[src/pe_data_pkg.sv]
package pe_data_pkg;

  ////////////////////////////////////////////////////////////////////
  // Datapath widths
  ////////////////////////////////////////////////////////////////////

  // Lanes a to d, lane a in the low bits
  localparam int N_LANES = 4;

  // Quantized activation mantissa
  localparam int ACT_W = 7;

  localparam int WGT_W = 8;

  // Partial sum carried between neighbouring elements
  localparam int ACC_W = 20;

  ////////////////////////////////////////////////////////////////////
  // Datapath types
  ////////////////////////////////////////////////////////////////////

  typedef logic        [ACT_W-1:0] act_t;
  typedef logic signed [WGT_W-1:0] wgt_t;
  typedef logic signed [ACC_W-1:0] acc_t;

  typedef act_t [N_LANES-1:0] act_word_t;
  typedef wgt_t [N_LANES-1:0] wgt_word_t;

endpackage

[src/pe_mem_pkg.sv]
package pe_mem_pkg;

  ////////////////////////////////////////////////////////////////////
  // Activation buffer geometry
  ////////////////////////////////////////////////////////////////////

  localparam int BUF_AW = 6;

  // Fully decoded address space
  localparam int BUF_DEPTH = 64;

  typedef logic [BUF_AW-1:0] buf_addr_t;

endpackage

[src/activation_buffer.sv]
`timescale 1ns/1ps

module activation_buffer (
  input  logic                   i_clk,
  input  logic                   i_rst_n,
  input  logic                   i_buf_wr_en,
  input  pe_mem_pkg::buf_addr_t  i_buf_wr_addr,
  input  pe_data_pkg::act_word_t i_buf_data,
  input  logic                   i_act_rd_en,
  input  pe_mem_pkg::buf_addr_t  i_buf_rd_addr,
  output logic                   o_act_rd_en,
  output pe_mem_pkg::buf_addr_t  o_buf_rd_addr,
  output pe_data_pkg::act_word_t o_act_data,
  output logic                   o_act_valid
);
  import pe_data_pkg::*;
  import pe_mem_pkg::*;

  act_word_t mem [BUF_DEPTH];

  logic      rd_en_q;
  buf_addr_t rd_addr_q;
  act_word_t rd_data_q;

  ////////////////////////////////////////////////////////////////////
  // Storage
  ////////////////////////////////////////////////////////////////////

  always_ff @(posedge i_clk) begin
    if (i_buf_wr_en) begin
      mem[i_buf_wr_addr] <= i_buf_data;
    end
  end

  // Registered read, word held between reads
  always_ff @(posedge i_clk) begin
    if (i_act_rd_en) begin
      rd_data_q <= mem[i_buf_rd_addr];
    end
  end

  ////////////////////////////////////////////////////////////////////
  // Forwarding to the next element
  ////////////////////////////////////////////////////////////////////

  always_ff @(posedge i_clk) begin
    if (!i_rst_n) begin
      rd_en_q <= 1'b0;
    end else begin
      rd_en_q <= i_act_rd_en;
    end
  end

  always_ff @(posedge i_clk) begin
    rd_addr_q <= i_buf_rd_addr;
  end

  assign o_act_rd_en   = rd_en_q;
  assign o_buf_rd_addr = rd_addr_q;

  // Same cycle as the data, qualifies the MAC update
  assign o_act_valid = rd_en_q;
  assign o_act_data  = rd_data_q;

endmodule

[src/mac_rows.sv]
`timescale 1ns/1ps

module mac_rows #(
  parameter int N_ROWS = 4
) (
  input  logic                   i_clk,
  input  logic                   i_rst_n,
  input  logic                   i_act_valid,
  input  pe_data_pkg::act_word_t i_act_data,
  input  pe_data_pkg::wgt_word_t i_weight [N_ROWS],
  input  pe_data_pkg::acc_t      i_acc    [N_ROWS][pe_data_pkg::N_LANES],
  output pe_data_pkg::acc_t      o_acc    [N_ROWS][pe_data_pkg::N_LANES]
);
  import pe_data_pkg::*;

  acc_t sum   [N_ROWS][N_LANES];
  acc_t acc_q [N_ROWS][N_LANES];

  // Unsigned mantissa times signed weight, wrapped to ACC_W
  function automatic acc_t mul_lane(input act_t act, input wgt_t wgt);
    acc_t act_ext;
    acc_t wgt_ext;
    act_ext = acc_t'(act);
    wgt_ext = acc_t'(wgt);
    return act_ext * wgt_ext;
  endfunction

  ////////////////////////////////////////////////////////////////////
  // Multiply and add
  ////////////////////////////////////////////////////////////////////

  always_comb begin
    for (int r = 0; r < N_ROWS; r++) begin
      for (int l = 0; l < N_LANES; l++) begin
        sum[r][l] = i_acc[r][l] + mul_lane(i_act_data[l], i_weight[r][l]);
      end
    end
  end

  ////////////////////////////////////////////////////////////////////
  // Output register
  ////////////////////////////////////////////////////////////////////

  // Holds the last sums while no activation arrives
  always_ff @(posedge i_clk) begin
    if (!i_rst_n) begin
      for (int r = 0; r < N_ROWS; r++) begin
        for (int l = 0; l < N_LANES; l++) begin
          acc_q[r][l] <= '0;
        end
      end
    end else if (i_act_valid) begin
      for (int r = 0; r < N_ROWS; r++) begin
        for (int l = 0; l < N_LANES; l++) begin
          acc_q[r][l] <= sum[r][l];
        end
      end
    end
  end

  always_comb begin
    for (int r = 0; r < N_ROWS; r++) begin
      for (int l = 0; l < N_LANES; l++) begin
        o_acc[r][l] = acc_q[r][l];
      end
    end
  end

endmodule

[src/processing_element.sv]
`timescale 1ns/1ps

module processing_element #(
  parameter int N_ROWS = 4
) (
  input  logic                   i_clk,
  input  logic                   i_rst_n,

  // Buffer write side
  input  logic                   i_buf_wr_en,
  input  pe_mem_pkg::buf_addr_t  i_buf_wr_addr,
  input  pe_data_pkg::act_word_t i_buf_data,

  // Read control, forwarded to the next element
  input  logic                   i_act_rd_en,
  input  pe_mem_pkg::buf_addr_t  i_buf_rd_addr,
  output logic                   o_act_rd_en,
  output pe_mem_pkg::buf_addr_t  o_buf_rd_addr,

  // Weight load
  input  logic                   i_prepare_weight,
  input  logic                   i_set_weight,
  input  pe_data_pkg::wgt_word_t i_load_weight,
  output pe_data_pkg::wgt_word_t o_load_weight,

  // Partial sums in from and out to the neighbours
  input  pe_data_pkg::acc_t      i_acc [N_ROWS][pe_data_pkg::N_LANES],
  output pe_data_pkg::acc_t      o_acc [N_ROWS][pe_data_pkg::N_LANES]
);
  import pe_data_pkg::*;

  act_word_t act_data;
  logic      act_valid;
  wgt_word_t active_weight [N_ROWS];

  ////////////////////////////////////////////////////////////////////
  // Activation path
  ////////////////////////////////////////////////////////////////////

  activation_buffer u_activation_buffer (
    .i_clk         (i_clk),
    .i_rst_n       (i_rst_n),
    .i_buf_wr_en   (i_buf_wr_en),
    .i_buf_wr_addr (i_buf_wr_addr),
    .i_buf_data    (i_buf_data),
    .i_act_rd_en   (i_act_rd_en),
    .i_buf_rd_addr (i_buf_rd_addr),
    .o_act_rd_en   (o_act_rd_en),
    .o_buf_rd_addr (o_buf_rd_addr),
    .o_act_data    (act_data),
    .o_act_valid   (act_valid)
  );

  ////////////////////////////////////////////////////////////////////
  // Weights and MAC array
  ////////////////////////////////////////////////////////////////////

  weight_bank #(
    .N_ROWS (N_ROWS)
  ) u_weight_bank (
    .i_clk            (i_clk),
    .i_rst_n          (i_rst_n),
    .i_prepare_weight (i_prepare_weight),
    .i_set_weight     (i_set_weight),
    .i_load_weight    (i_load_weight),
    .o_load_weight    (o_load_weight),
    .o_active_weight  (active_weight)
  );

  mac_rows #(
    .N_ROWS (N_ROWS)
  ) u_mac_rows (
    .i_clk       (i_clk),
    .i_rst_n     (i_rst_n),
    .i_act_valid (act_valid),
    .i_act_data  (act_data),
    .i_weight    (active_weight),
    .i_acc       (i_acc),
    .o_acc       (o_acc)
  );

endmodule

[src/weight_bank.sv]
`timescale 1ns/1ps

module weight_bank #(
  parameter int N_ROWS = 4
) (
  input  logic                   i_clk,
  input  logic                   i_rst_n,
  input  logic                   i_prepare_weight,
  input  logic                   i_set_weight,
  input  pe_data_pkg::wgt_word_t i_load_weight,
  output pe_data_pkg::wgt_word_t o_load_weight,
  output pe_data_pkg::wgt_word_t o_active_weight [N_ROWS]
);
  import pe_data_pkg::*;

  wgt_word_t chain  [N_ROWS];
  wgt_word_t active [N_ROWS];

  ////////////////////////////////////////////////////////////////////
  // Weight chain
  ////////////////////////////////////////////////////////////////////

  // Stage 0 is fed from the previous element
  always_ff @(posedge i_clk) begin
    if (!i_rst_n) begin
      for (int s = 0; s < N_ROWS; s++) begin
        chain[s] <= '0;
      end
    end else if (i_prepare_weight) begin
      chain[0] <= i_load_weight;
      for (int s = 1; s < N_ROWS; s++) begin
        chain[s] <= chain[s-1];
      end
    end
  end

  // Last stage continues down the array
  assign o_load_weight = chain[N_ROWS-1];

  ////////////////////////////////////////////////////////////////////
  // Active weights
  ////////////////////////////////////////////////////////////////////

  // Copies the chain as it stood before any shift in the same cycle
  always_ff @(posedge i_clk) begin
    if (!i_rst_n) begin
      for (int r = 0; r < N_ROWS; r++) begin
        active[r] <= '0;
      end
    end else if (i_set_weight) begin
      for (int r = 0; r < N_ROWS; r++) begin
        active[r] <= chain[r];
      end
    end
  end

  // Stage r steers MAC row r
  always_comb begin
    for (int r = 0; r < N_ROWS; r++) begin
      o_active_weight[r] = active[r];
    end
  end

endmodule

[config.mk]
export PLATFORM = sky130hd
export DESIGN_NAME = processing_element
export DESIGN_NICKNAME = d
export VERILOG_FILES = /design/src/pe_data_pkg.sv /design/src/pe_mem_pkg.sv /design/src/activation_buffer.sv /design/src/mac_rows.sv /design/src/processing_element.sv /design/src/weight_bank.sv
export SDC_FILE = /design/constraint.sdc
export NUM_CORES = 2
export LEC_CHECK = 0
export ABC_AREA = 1
export BUFFER_PORTS_ARGS = -buffer_cell sky130_fd_sc_hd__buf_2
export CAP_MARGIN = 0
export CORE_MARGIN = 3
export CORE_UTILIZATION = 40
export CTS_CLUSTER_SIZE = 24
export DETAILED_ROUTE_END_ITERATION = 8
export PLACE_DENSITY = 0.53
export SETUP_SLACK_MARGIN = 0.05
export SYNTH_ARGS = -nofsm -noshare
export SYNTH_HDL_FRONTEND = slang
export SYNTH_SLANG_ARGS = --single-unit
[constraint.sdc]
create_clock -name i_clk -period 10.6 [get_ports i_clk]
set_input_delay 2.12 -clock i_clk [delete_from_list [all_inputs] [get_ports i_clk]]
set_output_delay 2.12 -clock i_clk [all_outputs]
set_load 0.005 [all_outputs]
==> metrics.cfg <==
[setup_path]
cp.arrival_ns = 6.76
cp_top_family = adder cells
crit_buf_inv = 7
rr_worst_depth = 28
reg2reg_to = u_mac_rows.acc_q[1][159]$_SDFFCE_PN0P_
cp_num_cells = 28
crit_path_start_kind = flop
critical-path-max-stage-delay_ns = 0.52
cp_data_required_time_ns = 11.28
path_max_fanout = 29
slowest_stage = fa_1
crit_type = reg2reg
end_kind = flop
r2r_slack_ns = 4.52
crit_path_start = u_activation_buffer.o_act_data[0]$_DFFE_PP_
r2r-start = u_activation_buffer.o_act_data[0]$_DFFE_PP_
cpMostUsedCell = inv_1

[global_route]
antenna_found_initial = 61
grt_start_max_net_pins = 196
grt_pass1_wl_um = 649000
grt_pass1_vias = 101515
gr-total-overflow = 0
grt_util_all_layers = 0.234

[cells_and_area]
seq_area_um2 = 72100
drive_gt1_frac = 0.0882
multi_input_area_um2 = 60300
fill_cells = 34419
syn2layout_area_growth_pct = 12.6
finalNonFillerCells = 20620
final_core_util = 0.452
fin_nets = 17553

[logic_synthesis]
syn-num-nets = 16880
yosysSeqAreaShare = 0.504
syn_area_um2 = 143000
yosys.cell_types.count = 39
ys.flop_type = edfxtp_1
synth_area_leaders = edfxtp_1 50%, ha_1 9.0%, nand2_1 8.4%, fa_1 7.2%, inv_1 5.9%
yosysMostFrequentCell = nand2_1
syn_area_per_cell_um2 = 9.58
synth_commonest_cells = 3203 x nand2_1, 2396 x edfxtp_1, 2259 x inv_1
synth_top_area_share = 0.503
synth_top_area_cell = edfxtp_1
yosys_warnings = 0
ys_ff_latch = 2403
synth_edf_count = 2396
syn_inst = 14946
async_flop_share = 0

[clock_tree]
cts.htree.levels = 5
cts_hold_buf = 0
clk_latency_ns = 0.91
cts_root_buf = clkbuf_16
tritoncts = yes
cts_buffers = 284
ctsLongestPathBuffers = 4
postCtsSetupRepairBufs = 0
cts_resized = 0
cts.clk_slew.worst_paths_ns = 0.06
cts.sinks = 2403

[place]
place_ws_ns = 4.49
port_buffers = 756
gp_congestion = 0.904
dpl.hpwl_um = 290000
dp.cells = 20084

[floorplan]
die_x_um = 604
fp.dieArea_um2 = 365000
dieHeight_um = 604
pin_count = 757
initial_utilization = 0.402
fp.coreArea_um2 = 356000
core.rowCount = 219

[routing]
drt-total-wl_um = 439000
post-route-drc-count = 0
wire_per_inst_um = 21.3
dr.pass1.iters = 6
viasPerCell = 5.15
vias = 106094
postRouteAntennaNets = 0
drt-initial-drc-count = 8565

[run]
max_cap_viol_count = 0

[timing]
fin_crit_sh = 0.573
clock_skew_ns = 0.0556
worst_pin_slew_ns = 1.25
setup_tns_ns = 0
finalHoldViolCount = 0
fmax_mhz = 165
relSlewSlack = 0.165
setup_viol = 0
slew_viol_final = 0
setup_slack_ns = 4.52
min_period_ns = 6.08
rsz0062_at_grt = false

[min_path]
hold_depth = 2
worstHoldEndpoint = u_weight_bank.chain[3][30]$_SDFFCE_PN0P_
min-delay-path-class = reg2reg
hold_start = u_weight_bank.chain[2][30]$_SDFFCE_PN0P_

[pwr]
p_per_area_nw_per_um2 = 170
peakVddDrop_uv = 166
leakagePower_uw = 0.0740

[outcome]
status = complete, no violations

## tightest hold or removal path, stage by stage (launching register included)
cell and delay, ns:
edfxtp_1 0.31, inv_1 0.05, nor2_1 0.09
## registers in the layout, summed over array words and instances, names as in the netlist
register,count
u_activation_buffer.mem,1792
u_mac_rows.acc_q,320
u_weight_bank.active,128
u_weight_bank.chain,128
u_activation_buffer.o_act_data,28
u_activation_buffer.o_buf_rd_addr,6
u_activation_buffer.o_act_rd_en,1
## metal layers
layer  global-route usage  vias up  share of wire
met4               0.0630       30          0.028
li1                     -    51069              -
met2                0.390     2931           0.47
met1                0.322    51507           0.44
met5                    0        -        0.00040
met3               0.0296      557          0.058
## placed cells by master (no fill, tap or decap), drive strengths merged, types with 7 or more instances in the layout
cell | Yosys | layout
nor2 | 1576 | 1576
nor3b | 13 | 13
a21oi | 752 | 752
nand2 | 3203 | 3203
o21ai | 932 | 932
buf | 231 | 923
o22ai | 280 | 280
nand3 | 859 | 859
o21a | 28 | 28
nand4 | 97 | 97
xnor2 | 66 | 66
edfxtp | 2396 | 2396
a21boi | 50 | 50
xor2 | 90 | 90
diode | 0 | 32
o21bai | 12 | 12
inv | 2263 | 2285
nand3b | 39 | 39
clkinv | 1 | 104
clkinvlp | 0 | 15
bufinv | 0 | 20
clkbuf | 305 | 344
a21o | 90 | 90
a31oi | 27 | 27
a221oi | 8 | 8
ha | 1024 | 1024
fa | 512 | 512
nor3 | 67 | 67
dfxtp | 7 | 7
nor4 | 9 | 9
## how the worst max path moves through the flow
stage / endpoint
floorplan: u_mac_rows.acc_q[0][0]$_SDFFCE_PN0P_
global placement: u_mac_rows.acc_q[0][96]$_SDFFCE_PN0P_
detailed placement: u_mac_rows.acc_q[0][99]$_SDFFCE_PN0P_
CTS: u_mac_rows.acc_q[0][99]$_SDFFCE_PN0P_
global route: u_mac_rows.acc_q[1][119]$_SDFFCE_PN0P_
finish: u_mac_rows.acc_q[1][159]$_SDFFCE_PN0P_
## layout make-up
class / instances / share of cell area
sequential: 2403 / 0.447
multi-input combinational: 9743 / 0.374
inverter: 2264 / 0.0530
clock buffer: 344 / 0.0465
tap: 4751 / 0.0369
timing repair buffer: 923 / 0.0325
clock inverter: 160 / 0.00908
antenna: 32 / 0.000497
## metrics by stage
step                      instance area [µm²]  hold slack [ns]  total power [µW]
after detailed placement               152000            0.545             17900
after global routing                   161000            0.576             28800
after global placement                 152000            0.539             17900
final                                  161000            0.555             27400
after CTS                              161000            0.545             27600
after floorplan                        143000            0.531             15700
## where the power goes
group,leakage (µW),internal [µW],switching [µW]
clock,0.00435,5550,4080
sequential,0.0227,10800,154
combinational,0.0469,2210,4610
total,0.0740,18500,8850
## kinds of logic after synthesis
family	after synthesis	share of synthesized area
and+or+nand+nor	5863	0.165
AOI/OAI and AO/OA	2188	0.0827
buffers and inverters	2800	0.0780
xor gates and xnor gates	156	0.00954
adders and majority gates	1536	0.161
DFF	2403	0.504
Note: power is estimated with default switching activity, not from simulation.
